**config.mk**
```make
export PLATFORM = sky130hd
export DESIGN_NAME = opl3_ctrl_top
export DESIGN_NICKNAME = d
export VERILOG_FILES = /design/src/opl3_pkg.sv /design/src/opl3_ctrl_top.sv /design/src/key_scan.sv /design/src/interval_timers.sv /design/src/register_file.sv /design/src/host_port.sv
export SDC_FILE = /design/constraint.sdc
export NUM_CORES = 2
export LEC_CHECK = 0
export BUFFER_PORTS_ARGS = -buffer_cell sky130_fd_sc_hd__clkbuf_2
export CAP_MARGIN = 20
export CELL_PAD_IN_SITES_DETAIL_PLACEMENT = 2
export CELL_PAD_IN_SITES_GLOBAL_PLACEMENT = 2
export CORE_ASPECT_RATIO = 1.25
export CORE_MARGIN = 2
export CORE_UTILIZATION = 35
export CTS_CLUSTER_DIAMETER = 120
export CTS_CLUSTER_SIZE = 30
export DETAILED_ROUTE_END_ITERATION = 6
export PLACE_DENSITY = 0.61
export SETUP_SLACK_MARGIN = 0.1
export SLEW_MARGIN = 20
export SYNTH_ARGS = -nofsm -noshare
export SYNTH_HDL_FRONTEND = slang
export SYNTH_HIERARCHICAL = 1
export SYNTH_SLANG_ARGS = --single-unit
```
**constraint.sdc**
```tcl
create_clock -name clk -period 3.85 [get_ports clk]
set_input_delay 0.5775 -clock clk [delete_from_list [all_inputs] [get_ports clk]]
set_output_delay 0.5775 -clock clk [all_outputs]
set_load 0.02 [all_outputs]
```
**src/opl3_pkg.sv**
```systemverilog
// OPL3 control definitions
package opl3_pkg;

    localparam int NUM_BANKS      = 2;
    localparam int NUM_CHANNELS   = 9;   // per bank
    localparam int NUM_OPERATORS  = 18;  // per bank
    localparam int TOTAL_CHANNELS = NUM_BANKS * NUM_CHANNELS;

    typedef logic [7:0] reg_addr_t;
    typedef logic [7:0] reg_data_t;
    typedef logic [7:0] timer_t;
    typedef logic [9:0] fnum_t;
    typedef logic [2:0] block_t;
    typedef logic [4:0] chan_t;  // bank * 9 + channel

    localparam int MULT_WIDTH           = 4;
    localparam int ENV_WIDTH            = 4;
    localparam int TL_WIDTH             = 6;
    localparam int KSL_WIDTH            = 2;
    localparam int WS_WIDTH             = 3;
    localparam int FB_WIDTH             = 3;
    localparam int CONNECTION_SEL_WIDTH = 6;

    // fixed locations in the map
    localparam reg_addr_t ADDR_TIMER1 = 8'h02;
    localparam reg_addr_t ADDR_TIMER2 = 8'h03;
    localparam reg_addr_t ADDR_CTRL   = 8'h04;
    localparam reg_addr_t ADDR_NEW    = 8'h05;  // bank 1 only
    localparam reg_addr_t ADDR_NTS    = 8'h08;
    localparam reg_addr_t ADDR_RHYTHM = 8'hBD;

    localparam reg_data_t READ_UNMAPPED = 8'hFF;

    localparam int     TICK_CYCLES    = 8;  // short for simulation
    localparam int     TIMER2_DIV     = 4;
    localparam int     TICK_CNT_WIDTH = $clog2(TICK_CYCLES);
    localparam int     DIV_CNT_WIDTH  = $clog2(TIMER2_DIV);
    localparam timer_t TIMER_MAX      = 8'hFF;

endpackage
```
**src/opl3_ctrl_top.sv**
```systemverilog
// OPL3 control top level
`timescale 1ns/1ps

module opl3_ctrl_top (
    input  logic                clk,
    input  logic                rst_n,
    input  logic                cs,
    input  logic                rd,
    input  logic                wr,
    input  logic [1:0]          host_addr,
    input  opl3_pkg::reg_data_t host_din,
    output opl3_pkg::reg_data_t host_dout,
    output logic                irq,
    output logic                key_on,
    output logic                key_off,
    output opl3_pkg::chan_t     key_ch,
    output opl3_pkg::fnum_t     key_fnum,
    output opl3_pkg::block_t    key_block
);
    import opl3_pkg::*;

    logic      reg_wr;
    logic      reg_rd;
    logic      reg_bank;
    reg_addr_t reg_addr;
    reg_data_t reg_wdata;
    reg_data_t reg_rdata;
    timer_t    timer1;
    timer_t    timer2;
    logic      mt1;
    logic      mt2;
    logic      st1;
    logic      st2;
    logic      irq_rst;
    logic      ft1;
    logic      ft2;
    logic      kon   [NUM_BANKS][NUM_CHANNELS];
    fnum_t     fnum  [NUM_BANKS][NUM_CHANNELS];
    block_t    block [NUM_BANKS][NUM_CHANNELS];

    host_port host_port_i (
        .clk       (clk),
        .rst_n     (rst_n),
        .cs        (cs),
        .rd        (rd),
        .wr        (wr),
        .host_addr (host_addr),
        .host_din  (host_din),
        .host_dout (host_dout),
        .reg_wr    (reg_wr),
        .reg_rd    (reg_rd),
        .reg_bank  (reg_bank),
        .reg_addr  (reg_addr),
        .reg_wdata (reg_wdata),
        .reg_rdata (reg_rdata),
        .irq       (irq),
        .ft1       (ft1),
        .ft2       (ft2)
    );

    // operator fields wait for the synthesis engine
    register_file register_file_i (
        .clk         (clk),
        .rst_n       (rst_n),
        .wr          (reg_wr),
        .rd          (reg_rd),
        .bank_select (reg_bank),
        .address     (reg_addr),
        .data_in     (reg_wdata),
        .data_out    (reg_rdata),
        .timer1      (timer1),
        .timer2      (timer2),
        .irq_rst     (irq_rst),
        .mt1         (mt1),
        .mt2         (mt2),
        .st1         (st1),
        .st2         (st2),
        .fnum        (fnum),
        .block       (block),
        .kon         (kon),
        .is_new (), .nts (), .dvb (), .dam (), .connection_sel (),
        .cha (), .chb (), .chc (), .chd (), .fb (), .cnt (),
        .mult (), .ws (), .vib (), .ar (), .dr (), .sl (), .rr (),
        .tl (), .ksr (), .ksl (), .egt (), .am (),
        .ryt (), .bd (), .sd (), .tom (), .tc (), .hh ()
    );

    interval_timers interval_timers_i (
        .clk     (clk),
        .rst_n   (rst_n),
        .timer1  (timer1),
        .timer2  (timer2),
        .st1     (st1),
        .st2     (st2),
        .mt1     (mt1),
        .mt2     (mt2),
        .irq_rst (irq_rst),
        .ft1     (ft1),
        .ft2     (ft2),
        .irq     (irq)
    );

    key_scan key_scan_i (
        .clk       (clk),
        .rst_n     (rst_n),
        .kon       (kon),
        .fnum      (fnum),
        .block     (block),
        .key_on    (key_on),
        .key_off   (key_off),
        .key_ch    (key_ch),
        .key_fnum  (key_fnum),
        .key_block (key_block)
    );

endmodule

```
**src/key_scan.sv**
```systemverilog
// Key-on edge scanner
`timescale 1ns/1ps

module key_scan (
    input  logic              clk,
    input  logic              rst_n,
    input  logic              kon   [opl3_pkg::NUM_BANKS][opl3_pkg::NUM_CHANNELS],
    input  opl3_pkg::fnum_t   fnum  [opl3_pkg::NUM_BANKS][opl3_pkg::NUM_CHANNELS],
    input  opl3_pkg::block_t  block [opl3_pkg::NUM_BANKS][opl3_pkg::NUM_CHANNELS],
    output logic              key_on,
    output logic              key_off,
    output opl3_pkg::chan_t   key_ch,
    output opl3_pkg::fnum_t   key_fnum,
    output opl3_pkg::block_t  key_block
);
    import opl3_pkg::*;

    chan_t                     ch;
    logic                      scan_bank;
    logic [3:0]                scan_idx;
    logic                      cur_kon;
    logic [TOTAL_CHANNELS-1:0] kon_seen;  // last reported state

    assign scan_bank = ch >= chan_t'(NUM_CHANNELS);
    assign scan_idx  = scan_bank ? 4'(ch - chan_t'(NUM_CHANNELS)) : ch[3:0];
    assign cur_kon   = kon[scan_bank][scan_idx];

    always_ff @(posedge clk or negedge rst_n) begin
        if (!rst_n) begin
            ch       <= '0;
            key_on   <= 1'b0;
            key_off  <= 1'b0;
            kon_seen <= '0;
        end else begin
            ch      <= (ch == chan_t'(TOTAL_CHANNELS - 1)) ? '0 : ch + 1'b1;
            key_on  <= cur_kon && !kon_seen[ch];
            key_off <= !cur_kon && kon_seen[ch];
            kon_seen[ch] <= cur_kon;
        end
    end

    always_ff @(posedge clk) begin
        key_ch    <= ch;
        key_fnum  <= fnum[scan_bank][scan_idx];
        key_block <= block[scan_bank][scan_idx];
    end

endmodule

```
**src/interval_timers.sv**
```systemverilog
// Interval timers
`timescale 1ns/1ps

module interval_timers (
    input  logic             clk,
    input  logic             rst_n,
    input  opl3_pkg::timer_t timer1,
    input  opl3_pkg::timer_t timer2,
    input  logic             st1,
    input  logic             st2,
    input  logic             mt1,
    input  logic             mt2,
    input  logic             irq_rst,
    output logic             ft1,
    output logic             ft2,
    output logic             irq
);
    import opl3_pkg::*;

    logic [TICK_CNT_WIDTH-1:0] presc;
    logic [DIV_CNT_WIDTH-1:0]  div2;
    logic                      tick;
    logic                      tick2;
    logic [1:0]                start;
    logic [1:0]                mask;
    logic [1:0]                step;
    logic [1:0]                was_started;  // start edge detect
    logic [1:0]                ovf;
    logic [1:0]                flag;
    timer_t                    preset [2];
    timer_t                    count  [2];

    assign tick  = presc == TICK_CNT_WIDTH'(TICK_CYCLES - 1);
    assign tick2 = tick && (div2 == DIV_CNT_WIDTH'(TIMER2_DIV - 1));

    assign start     = {st2, st1};
    assign mask      = {mt2, mt1};
    assign step      = {tick2, tick};
    assign preset[0] = timer1;
    assign preset[1] = timer2;

    always_comb begin
        for (int t = 0; t < 2; t++)
            ovf[t] = start[t] && step[t] && (count[t] == TIMER_MAX);
    end

    always_ff @(posedge clk or negedge rst_n) begin
        if (!rst_n) begin
            presc       <= '0;
            div2        <= '0;
            was_started <= 2'b00;
            flag        <= 2'b00;
            count[0]    <= '0;
            count[1]    <= '0;
        end else begin
            presc       <= tick ? '0 : presc + 1'b1;
            was_started <= start;
            if (tick)
                div2 <= tick2 ? '0 : div2 + 1'b1;
            for (int t = 0; t < 2; t++) begin
                if (start[t] && !was_started[t])
                    count[t] <= preset[t];
                else if (ovf[t])
                    count[t] <= preset[t];  // reload past FF
                else if (start[t] && step[t])
                    count[t] <= count[t] + 1'b1;
                if (irq_rst)
                    flag[t] <= 1'b0;
                else if (ovf[t] && !mask[t])
                    flag[t] <= 1'b1;
            end
        end
    end

    assign ft1 = flag[0];
    assign ft2 = flag[1];
    assign irq = ft1 | ft2;

endmodule

```
**src/register_file.sv**
```systemverilog
// Two-bank register map
`timescale 1ns/1ps

module register_file (
    input  logic clk,
    input  logic rst_n,
    input  logic wr,
    input  logic rd,
    input  logic bank_select,
    input  opl3_pkg::reg_addr_t address,
    input  opl3_pkg::reg_data_t data_in,
    output opl3_pkg::reg_data_t data_out,
    output opl3_pkg::timer_t timer1,
    output opl3_pkg::timer_t timer2,
    output logic irq_rst,
    output logic mt1,
    output logic mt2,
    output logic st1,
    output logic st2,
    output logic is_new,
    output logic nts,
    output logic dvb,
    output logic dam,
    output logic [opl3_pkg::CONNECTION_SEL_WIDTH-1:0] connection_sel,
    output opl3_pkg::fnum_t fnum [opl3_pkg::NUM_BANKS][opl3_pkg::NUM_CHANNELS],
    output opl3_pkg::block_t block [opl3_pkg::NUM_BANKS][opl3_pkg::NUM_CHANNELS],
    output logic kon [opl3_pkg::NUM_BANKS][opl3_pkg::NUM_CHANNELS],
    output logic cha [opl3_pkg::NUM_BANKS][opl3_pkg::NUM_CHANNELS],
    output logic chb [opl3_pkg::NUM_BANKS][opl3_pkg::NUM_CHANNELS],
    output logic chc [opl3_pkg::NUM_BANKS][opl3_pkg::NUM_CHANNELS],
    output logic chd [opl3_pkg::NUM_BANKS][opl3_pkg::NUM_CHANNELS],
    output logic [opl3_pkg::FB_WIDTH-1:0] fb [opl3_pkg::NUM_BANKS][opl3_pkg::NUM_CHANNELS],
    output logic cnt [opl3_pkg::NUM_BANKS][opl3_pkg::NUM_CHANNELS],
    output logic [opl3_pkg::MULT_WIDTH-1:0] mult [opl3_pkg::NUM_BANKS][opl3_pkg::NUM_OPERATORS],
    output logic [opl3_pkg::WS_WIDTH-1:0] ws [opl3_pkg::NUM_BANKS][opl3_pkg::NUM_OPERATORS],
    output logic vib [opl3_pkg::NUM_BANKS][opl3_pkg::NUM_OPERATORS],
    output logic [opl3_pkg::ENV_WIDTH-1:0] ar [opl3_pkg::NUM_BANKS][opl3_pkg::NUM_OPERATORS],
    output logic [opl3_pkg::ENV_WIDTH-1:0] dr [opl3_pkg::NUM_BANKS][opl3_pkg::NUM_OPERATORS],
    output logic [opl3_pkg::ENV_WIDTH-1:0] sl [opl3_pkg::NUM_BANKS][opl3_pkg::NUM_OPERATORS],
    output logic [opl3_pkg::ENV_WIDTH-1:0] rr [opl3_pkg::NUM_BANKS][opl3_pkg::NUM_OPERATORS],
    output logic [opl3_pkg::TL_WIDTH-1:0] tl [opl3_pkg::NUM_BANKS][opl3_pkg::NUM_OPERATORS],
    output logic ksr [opl3_pkg::NUM_BANKS][opl3_pkg::NUM_OPERATORS],
    output logic [opl3_pkg::KSL_WIDTH-1:0] ksl [opl3_pkg::NUM_BANKS][opl3_pkg::NUM_OPERATORS],
    output logic egt [opl3_pkg::NUM_BANKS][opl3_pkg::NUM_OPERATORS],
    output logic am [opl3_pkg::NUM_BANKS][opl3_pkg::NUM_OPERATORS],
    output logic ryt,
    output logic bd,
    output logic sd,
    output logic tom,
    output logic tc,
    output logic hh
);
    import opl3_pkg::*;

    logic       op_ok;
    logic [4:0] op_idx;
    logic       ch_ok;
    logic [3:0] ch_idx;
    reg_data_t  rd_mux;

    // slots 6,7,E,F and 16 up are holes in each operator row
    assign op_ok  = !(address[2] && address[1]) && !(address[4] && address[3]);
    assign op_idx = {3'b000, address[4:3]} * 5'd6 + {2'b00, address[2:0]};
    assign ch_idx = address[3:0];
    assign ch_ok  = ch_idx < 4'(NUM_CHANNELS);

    always_ff @(posedge clk or negedge rst_n) begin
        if (!rst_n) begin
            timer1         <= '0;
            timer2         <= '0;
            {irq_rst, mt1, mt2, st2, st1} <= 5'b00000;
            connection_sel <= '0;
            is_new         <= 1'b0;
            nts            <= 1'b0;
            {dam, dvb, ryt, bd, sd, tom, tc, hh} <= 8'h00;
            for (int b = 0; b < NUM_BANKS; b++) begin
                for (int o = 0; o < NUM_OPERATORS; o++) begin
                    {am[b][o], vib[b][o], egt[b][o], ksr[b][o], mult[b][o]} <= 8'h00;
                    {ksl[b][o], tl[b][o]} <= 8'h00;
                    {ar[b][o], dr[b][o]}  <= 8'h00;
                    {sl[b][o], rr[b][o]}  <= 8'h00;
                    ws[b][o] <= '0;
                end
                for (int c = 0; c < NUM_CHANNELS; c++) begin
                    {kon[b][c], block[b][c], fnum[b][c]} <= 14'h0000;
                    {chd[b][c], chc[b][c], chb[b][c], cha[b][c], fb[b][c], cnt[b][c]} <= 8'h00;
                end
            end
        end else if (wr) begin
            case (address)
                ADDR_TIMER1: if (!bank_select) timer1 <= data_in;
                ADDR_TIMER2: if (!bank_select) timer2 <= data_in;
                ADDR_CTRL: begin
                    if (!bank_select)
                        {irq_rst, mt1, mt2, st2, st1} <= {data_in[7:5], data_in[1:0]};
                    else
                        connection_sel <= data_in[CONNECTION_SEL_WIDTH-1:0];
                end
                ADDR_NEW:    if (bank_select) is_new <= data_in[0];
                ADDR_NTS:    if (!bank_select) nts <= data_in[6];
                ADDR_RHYTHM: if (!bank_select) {dam, dvb, ryt, bd, sd, tom, tc, hh} <= data_in;
                default: begin
                    if (op_ok) begin
                        case (address[7:5])
                            3'h1: {am[bank_select][op_idx], vib[bank_select][op_idx],
                                   egt[bank_select][op_idx], ksr[bank_select][op_idx],
                                   mult[bank_select][op_idx]} <= data_in;
                            3'h2: {ksl[bank_select][op_idx], tl[bank_select][op_idx]} <= data_in;
                            3'h3: {ar[bank_select][op_idx], dr[bank_select][op_idx]} <= data_in;
                            3'h4: {sl[bank_select][op_idx], rr[bank_select][op_idx]} <= data_in;
                            3'h7: ws[bank_select][op_idx] <= data_in[2:0];
                            default: ;
                        endcase
                    end
                    if (ch_ok) begin
                        case (address[7:4])
                            4'hA: fnum[bank_select][ch_idx][7:0] <= data_in;
                            4'hB: {kon[bank_select][ch_idx], block[bank_select][ch_idx],
                                   fnum[bank_select][ch_idx][9:8]} <= data_in[5:0];
                            4'hC: {chd[bank_select][ch_idx], chc[bank_select][ch_idx],
                                   chb[bank_select][ch_idx], cha[bank_select][ch_idx],
                                   fb[bank_select][ch_idx], cnt[bank_select][ch_idx]} <= data_in;
                            default: ;
                        endcase
                    end
                end
            endcase
        end
    end

    always_comb begin
        rd_mux = READ_UNMAPPED;
        case (address)
            ADDR_TIMER1: if (!bank_select) rd_mux = timer1;
            ADDR_TIMER2: if (!bank_select) rd_mux = timer2;
            ADDR_CTRL:   if (!bank_select) rd_mux = {irq_rst, mt1, mt2, 3'b000, st2, st1};
            ADDR_NEW:    if (bank_select) rd_mux = {7'b0000000, is_new};
            ADDR_NTS:    if (!bank_select) rd_mux = {1'b0, nts, 6'b000000};
            ADDR_RHYTHM: if (!bank_select) rd_mux = {dam, dvb, ryt, bd, sd, tom, tc, hh};
            default: begin
                if (op_ok) begin
                    case (address[7:5])
                        3'h1: rd_mux = {am[bank_select][op_idx], vib[bank_select][op_idx],
                                        egt[bank_select][op_idx], ksr[bank_select][op_idx],
                                        mult[bank_select][op_idx]};
                        3'h2: rd_mux = {ksl[bank_select][op_idx], tl[bank_select][op_idx]};
                        3'h3: rd_mux = {ar[bank_select][op_idx], dr[bank_select][op_idx]};
                        3'h4: rd_mux = {sl[bank_select][op_idx], rr[bank_select][op_idx]};
                        3'h7: rd_mux = {5'b00000, ws[bank_select][op_idx]};
                        default: ;
                    endcase
                end
                if (ch_ok) begin
                    case (address[7:4])
                        4'hA: rd_mux = fnum[bank_select][ch_idx][7:0];
                        4'hB: rd_mux = {2'b00, kon[bank_select][ch_idx],
                                        block[bank_select][ch_idx],
                                        fnum[bank_select][ch_idx][9:8]};
                        4'hC: rd_mux = {chd[bank_select][ch_idx], chc[bank_select][ch_idx],
                                        chb[bank_select][ch_idx], cha[bank_select][ch_idx],
                                        fb[bank_select][ch_idx], cnt[bank_select][ch_idx]};
                        default: ;
                    endcase
                end
            end
        endcase
    end

    always_ff @(posedge clk) begin
        if (rd)
            data_out <= rd_mux;
    end

endmodule

```
**src/host_port.sv**
```systemverilog
// Host bus port
`timescale 1ns/1ps

module host_port (
    input  logic               clk,
    input  logic               rst_n,
    input  logic               cs,
    input  logic               rd,
    input  logic               wr,
    input  logic [1:0]         host_addr,
    input  opl3_pkg::reg_data_t host_din,
    output opl3_pkg::reg_data_t host_dout,
    output logic               reg_wr,
    output logic               reg_rd,
    output logic               reg_bank,
    output opl3_pkg::reg_addr_t reg_addr,
    output opl3_pkg::reg_data_t reg_wdata,
    input  opl3_pkg::reg_data_t reg_rdata,
    input  logic               irq,
    input  logic               ft1,
    input  logic               ft2
);
    import opl3_pkg::*;

    logic      addr_wr;
    logic      data_wr;
    logic      data_rd;
    logic      last_data_rd;  // host_dout source select
    reg_data_t status_q;

    assign addr_wr = cs && wr && !host_addr[0];
    assign data_wr = cs && wr && host_addr[0];
    assign data_rd = cs && rd && host_addr[0];

    always_ff @(posedge clk or negedge rst_n) begin
        if (!rst_n) begin
            reg_wr       <= 1'b0;
            reg_rd       <= 1'b0;
            reg_addr     <= '0;
            reg_bank     <= 1'b0;
            last_data_rd <= 1'b0;
            status_q     <= '0;
        end else begin
            reg_wr <= data_wr;
            reg_rd <= data_rd;
            if (addr_wr) begin
                reg_addr <= host_din;
                reg_bank <= host_addr[1];
            end
            if (cs && rd) begin
                last_data_rd <= host_addr[0];
                if (!host_addr[0])
                    status_q <= {irq, ft1, ft2, 5'b00000};
            end
        end
    end

    always_ff @(posedge clk) begin
        if (data_wr)
            reg_wdata <= host_din;
    end

    // readback arrives one edge after reg_rd
    assign host_dout = last_data_rd ? reg_rdata : status_q;

endmodule

```
* Word-level counts from Yosys, hierarchy flattened
Index checks and enable logic that the tools add are counted.
** Cells by class
- Equality and inequality tests :: 19
- Magnitude comparators :: 12
- Reduce and logical (&&, ||, !) cells :: 53
- Bitwise logic cells :: 9
- Add/subtract/negate cells :: 7
- Multiply operators :: 1
- Muxes and demuxes :: 234
** Operators with widths (count)
- 72-bit two-way mux :: 16
- 144-bit bitwise mux :: 5
- 90-bit two-way mux :: 8
- 108-bit two-way mux :: 4
- 180-bit bitwise mux :: 2
- 180-bit case mux with 2 select lines :: 1
- 27-bit two-way mux :: 10
- 18-bit two-way mux :: 13
- 216-bit bitwise mux :: 1
- 54-bit two-way mux :: 4
- 9-bit two-way mux :: 22
- 90-bit demux with 1-bit select :: 2
- 36-bit bitwise mux :: 4
- 36-bit two-way mux :: 4
- 8-bit two-way mux :: 16
- 18-bit bitwise mux :: 7
- 108-bit bitwise mux :: 1
- 54-bit bitwise mux :: 2
- 108-bit demux with 1-bit select :: 1
- 4-bit binary-select mux with 5-bit select :: 5
- 10-bit binary-select mux with 4-bit select :: 2
- 10-bit demux with 4-bit select :: 2
- 72-bit bitwise mux :: 1
- 72-bit demux with 1-bit select :: 1
- other kinds (68) :: 201
** Word-level totals
- Bits in registers :: 1786
- Logic and storage cells :: 968
- Input bits :: 15
- Output and inout port bits :: 29

* Logic depth before layout (Yosys ltp)
- Word-level depth :: 12
- Gate-level depth with buffers :: 14
- Mapped depth without buffers :: 11

* Modules after synthesis
The synthesis kept the hierarchy.
** By module, submodules not included
- register_file :: area an instance 84432.2 sq um, times used 1, cells each 5272, sequential area each 42605.9 sq um
- key_scan :: area an instance 5166.2 sq um, times used 1, cells each 662, sequential area each 985.9 sq um
- interval_timers :: area an instance 1420.1 sq um, times used 1, cells each 143, sequential area each 625.6 sq um
- host_port :: area an instance 874.6 sq um, times used 1, cells each 50, sequential area each 615.6 sq um

* Least setup slack after synthesis
OpenSTA, ideal clock, no wires.
- Path type :: register to register
- From :: register host_port_i.reg_addr[3]
- To :: register register_file_i/ws[45] in the netlist's numbering
- Period minus slack after synthesis :: 3.495 ns
- Path slack :: 0.355 ns
- Arrival time :: 3.370 ns
- Library setup time :: 0.125 ns
- Stages on the path, launching flop included :: 12
- Data required time :: 3.725 ns
- Path buffers :: 3
- Cell sequence :: dfrtp_1 > clkbuf_1 > inv_1 > ha_1 > fa_1 > clkbuf_1 > nand2_1 > nor2_1 > buf_4 > nand3_2 > nor2_1 > mux2_2
** On the way
- Longest elaborated chain between the ends :: 10
- Elaborated cells on any way between the ends :: 23
- Classes of those cells :: add/sub (1); mul (1); order compare (2); eq/ne (6); mux (5); bitwise (2); reduce/logical (6)
** RTL lines
- start, declared :: line host_port.sv:16 : output opl3_pkg::reg_addr_t reg_addr,
- start signal, assigned :: line host_port.sv:47 : reg_addr <= host_din;
- 2-bit by 2-bit multiplier with 4-bit output :: line register_file.sv:63 : assign op_idx = {3'b000, address[4:3]} * 5'd6 + {2'b00, address[2:0]};
- 5-bit by 3-bit adder with 5-bit output :: line register_file.sv:63
- 5-bit inverter with 6-bit output (implied by the code) :: line register_file.sv:111 : 3'h7: ws[bank_select][op_idx] <= data_in[2:0];
- 6-bit >= comparator (implied by the code) or 6-bit by 1-bit less-than comparator with 1-bit output (tied branches) :: line register_file.sv:111
- 1-bit logical AND (implied by the code) :: line register_file.sv:111
- 3-bit two-way mux (implied by the code) :: line register_file.sv:111
- 3-bit demux with 5-bit select :: line register_file.sv:111
- 54-bit two-way mux (implied by the code) :: line register_file.sv:111
- 54-bit demux with 1-bit select :: line register_file.sv:111
- 108-bit bitwise mux :: line register_file.sv:111
- end signal, assigned by index :: line register_file.sv:111
- end, declared :: line register_file.sv:35 : output logic [opl3_pkg::WS_WIDTH-1:0] ws [opl3_pkg::NUM_BANKS][opl3_pkg::NUM_OPERATORS],
Several ways; a longest one is shown, not always the timed one.
A chain may end at the register's enable or synchronous reset.

* Final worst setup path
- From :: register host_port_i.reg_addr[3]
- To :: register register_file_i.data_out[3] (data pin)
** On the way
- Longest elaborated chain between the ends :: 11
- Elaborated cells on any way between the ends :: 40
- Classes of those cells :: add/sub (1); mul (1); order compare (1); eq/ne (6); mux (26); bitwise (2); reduce/logical (3)
** RTL lines
- 2-bit by 2-bit multiplier with 4-bit output :: line register_file.sv:63
- 5-bit by 3-bit adder with 5-bit output :: line register_file.sv:63
- 5-bit inverter with 6-bit output (implied by the code)
- 4-bit binary-select mux with 5-bit select, or another cell as far along :: line register_file.sv:148 : 3'h4: rd_mux = {sl[bank_select][op_idx], rr[bank_select][op_idx]};
- 4-bit two-way mux (implied by the code), or another cell as far along (2 in a row) :: line register_file.sv:148
- 8-bit case mux with 5 select lines :: line register_file.sv:142 : case (address[7:5])
- 8-bit two-way mux :: line register_file.sv:141 : if (op_ok) begin
- 8-bit case mux with 3 select lines :: line register_file.sv:154 : case (address[7:4])
- 8-bit two-way mux :: line register_file.sv:153 : if (ch_ok) begin
- 8-bit case mux with 6 select lines * :: line register_file.sv:133 : case (address)
- net register_file_i.rd_mux[3] :: line register_file.sv:59 : reg_data_t rd_mux;
- end signal, assigned :: line register_file.sv:171 : data_out <= rd_mux;
- end, declared :: line register_file.sv:12 : output opl3_pkg::reg_data_t data_out,
The timed path passes the listed nets; every way through them passes the cells marked *. The select of a mux whose other input is x is not followed.

==> metrics.txt <==
run status finished, final reports clean; I/O pin total between 40 and 50; fin crit period 3814 ps; Final Cycle Share 99.06%; initial antenna violation count 7; DIE WIDTH roughly 460 um; slowest stage delay, CP about 520 ps; Clock Tree Buf Depth 3; Post-Syn Area per Cell 14.99 um2; crit end category flip-flop; Clock Skew between 70 and 80 ps; first-pass GRT wire length 469600 um; Slew HR around 17%; Routed WL roughly 320000 um; clock tree root buffer cell clkbuf_16; Worst VDD drop roughly 360 uV; placed insts approximately 9600; Worst EP arrival 4330 ps; CORE AREA around 260000 um2; Die ar. ~270000 um2; Mapped Area around 90000 um2; most common cell after layout, fill and taps aside dfrtp_1; Layout Cells excl Fill 9692; Final Hold Viols 0; CP Launch Type flip-flop; Post-route DRC 0; gr ovfl total 0; Lkg Pwr 47.83 nW; Worst-Skew Late Latency ~780 ps; Buf/Inv on CP 3; CTS sink cnt 1786; Sum Neg Setup Slack 0 ps; commonest non-fill, non-tap cells in the layout dfrtp_1 (1746), mux2_4 (976), mux2_2 (740); DRT Pass-1 Iters 7; pwr dens roughly 390 nW/um2; filler cell count about 26000; crit-path most repeated cell buf_4; row cnt 210; H-Tree Depth 3; Final Net Count about 6200; final setup vio count 0; vias in the first global route 62010; pin slew with the least headroom to its limit 1243 ps; synth warn 6; Max Fanout on Critical Path 16; via count 54520; Crit path required time 4360 ps; total CTS buffers 71; Slew Viols, Final 0; worst hold path type in -> reg; CP top delay family compound AO/OA/AOI/OAI gates; die height roughly 580 um; FMAX 262.2 MHz; GRT Util Overall 23.98%; largest net degree at the start of global routing ~170; RSZ-0062 raised after global routing true; cell count after synthesis 6114; pre-CTS setup slack -550.2 ps; Vias/cell ~5.6; layout cell share with drive strength beyond 1 47.41%; wire per inst about 33 um; Initial DRC Count roughly 3300; Slowest cell on crit path fa_2; Antenna Nets Post-Route 0; final worst slack 36.21 ps; area grow syn2layout 9.371%; CTS tree built; GPL Wtd Cong 0.8634; HPWL after DPL ~220000 um; port bufs between 40 and 50; CP Cell Sequence buf_4 > ha_4 > inv_1 > fa_2 > buf_4 > and2_4 > a22oi_2 > nand2_1 > a221o_1 > o41ai_4 > a22oi_1; Clock transition at path regs roughly 130 ps; Setup CP Type reg -> reg; Initial Util 35.10%; Post-Syn Nets a little over 6000; MaxCap Viol Count 0
metrics by stage:
step	util [%]	power (W)	area (um2)	hold WS (ps)
2_1_floorplan	-	0.02506	91670	281.9
3_3_place_gp	37.40	0.02938	97680	413.7
3_5_place_dp	37.42	0.02958	97740	438.1
4_1_cts	38.34	0.04010	100100	29.71
5_1_grt	38.39	0.04106	100300	77.25
6_report	38.39	0.03960	100300	105.5
metal layers:
layer | track usage (%) | share of wire, %
met5 | 0 | 0.018
met3 | 2.248 | 2.5
met2 | 43.32 | 53
met1 | 29.38 | 41
met4 | 9.051 | 4.3
flip-flops by register name (all words and copies together), names as in the netlist, 16 cells and up:
signal	count
interval_timers_i/count	16
key_scan_i/kon_seen	18
register_file_i/am	36
register_file_i/ar	144
register_file_i/block	54
register_file_i/cha	18
register_file_i/chb	18
register_file_i/chc	18
register_file_i/chd	18
register_file_i/cnt	18
register_file_i/dr	144
register_file_i/egt	36
register_file_i/fb	54
register_file_i/fnum	180
register_file_i/kon	18
register_file_i/ksl	72
register_file_i/ksr	36
register_file_i/mult	144
register_file_i/rr	144
register_file_i/sl	144
register_file_i/tl	216
register_file_i/vib	36
register_file_i/ws	108
worst register-to-register path, cell delays in order, from the launching register on:
cell	delay [ps]
dfrtp_1	440
buf_4	180
ha_4	170
inv_1	80
fa_2	520
buf_4	200
and2_4	270
a22oi_2	390
nand2_1	250
a221o_1	490
o41ai_4	420
a22oi_1	150
power breakdown:
group,switching [W],internal [W],leakage (nW)
Sequential,0.000505,0.0194,24.7
Combinational,0.00612,0.00353,22.2
Clock,0.00641,0.00365,0.997
worst paths after layout:
path	from	end	slack, ps	cells past startpoint
worst max-delay path	host_port_i/reg_addr[3]	register_file_i/data_out[3]	40	11
worst min-delay path	rd	host_port_i/last_data_rd	110	3
worst max register to register	host_port_i/reg_addr[3]	register_file_i/data_out[3]	40	11
worst min register to register	interval_timers_i/presc[0]	interval_timers_i/presc[0]	450	1
max in group asynchronous	rst_n	register_file_i/ar[6]	1960	4
min in group asynchronous	rst_n	key_scan_i/kon_seen[15]	370	2
repair_timing:
action                                  in CTS  in global routing
resized for setup                           28                 17
setup buffers                               19                  3
hold buffers                                 1                  0
gates cloned                                 1                  0
hold endpoints to repair                    30                  0
endpoints found under the setup margin       8                 49
pin swaps                                    4                  2
final cells by class:
cell class | instances | area [um2] | area share (%)
multi-input cells | 3831 | 44760 | 44.64
flip-flops and latches | 1786 | 44700 | 44.58
well taps | 3498 | 4377 | 4.365
repair buffers | 452 | 4298 | 4.287
clock buffers | 92 | 1929 | 1.924
clock inverters | 9 | 117.6 | 0.1173
inverters | 18 | 67.56 | 0.06739
diodes | 6 | 15.01 | 0.01498
Note: power is estimated with default switching activity, not from simulation.
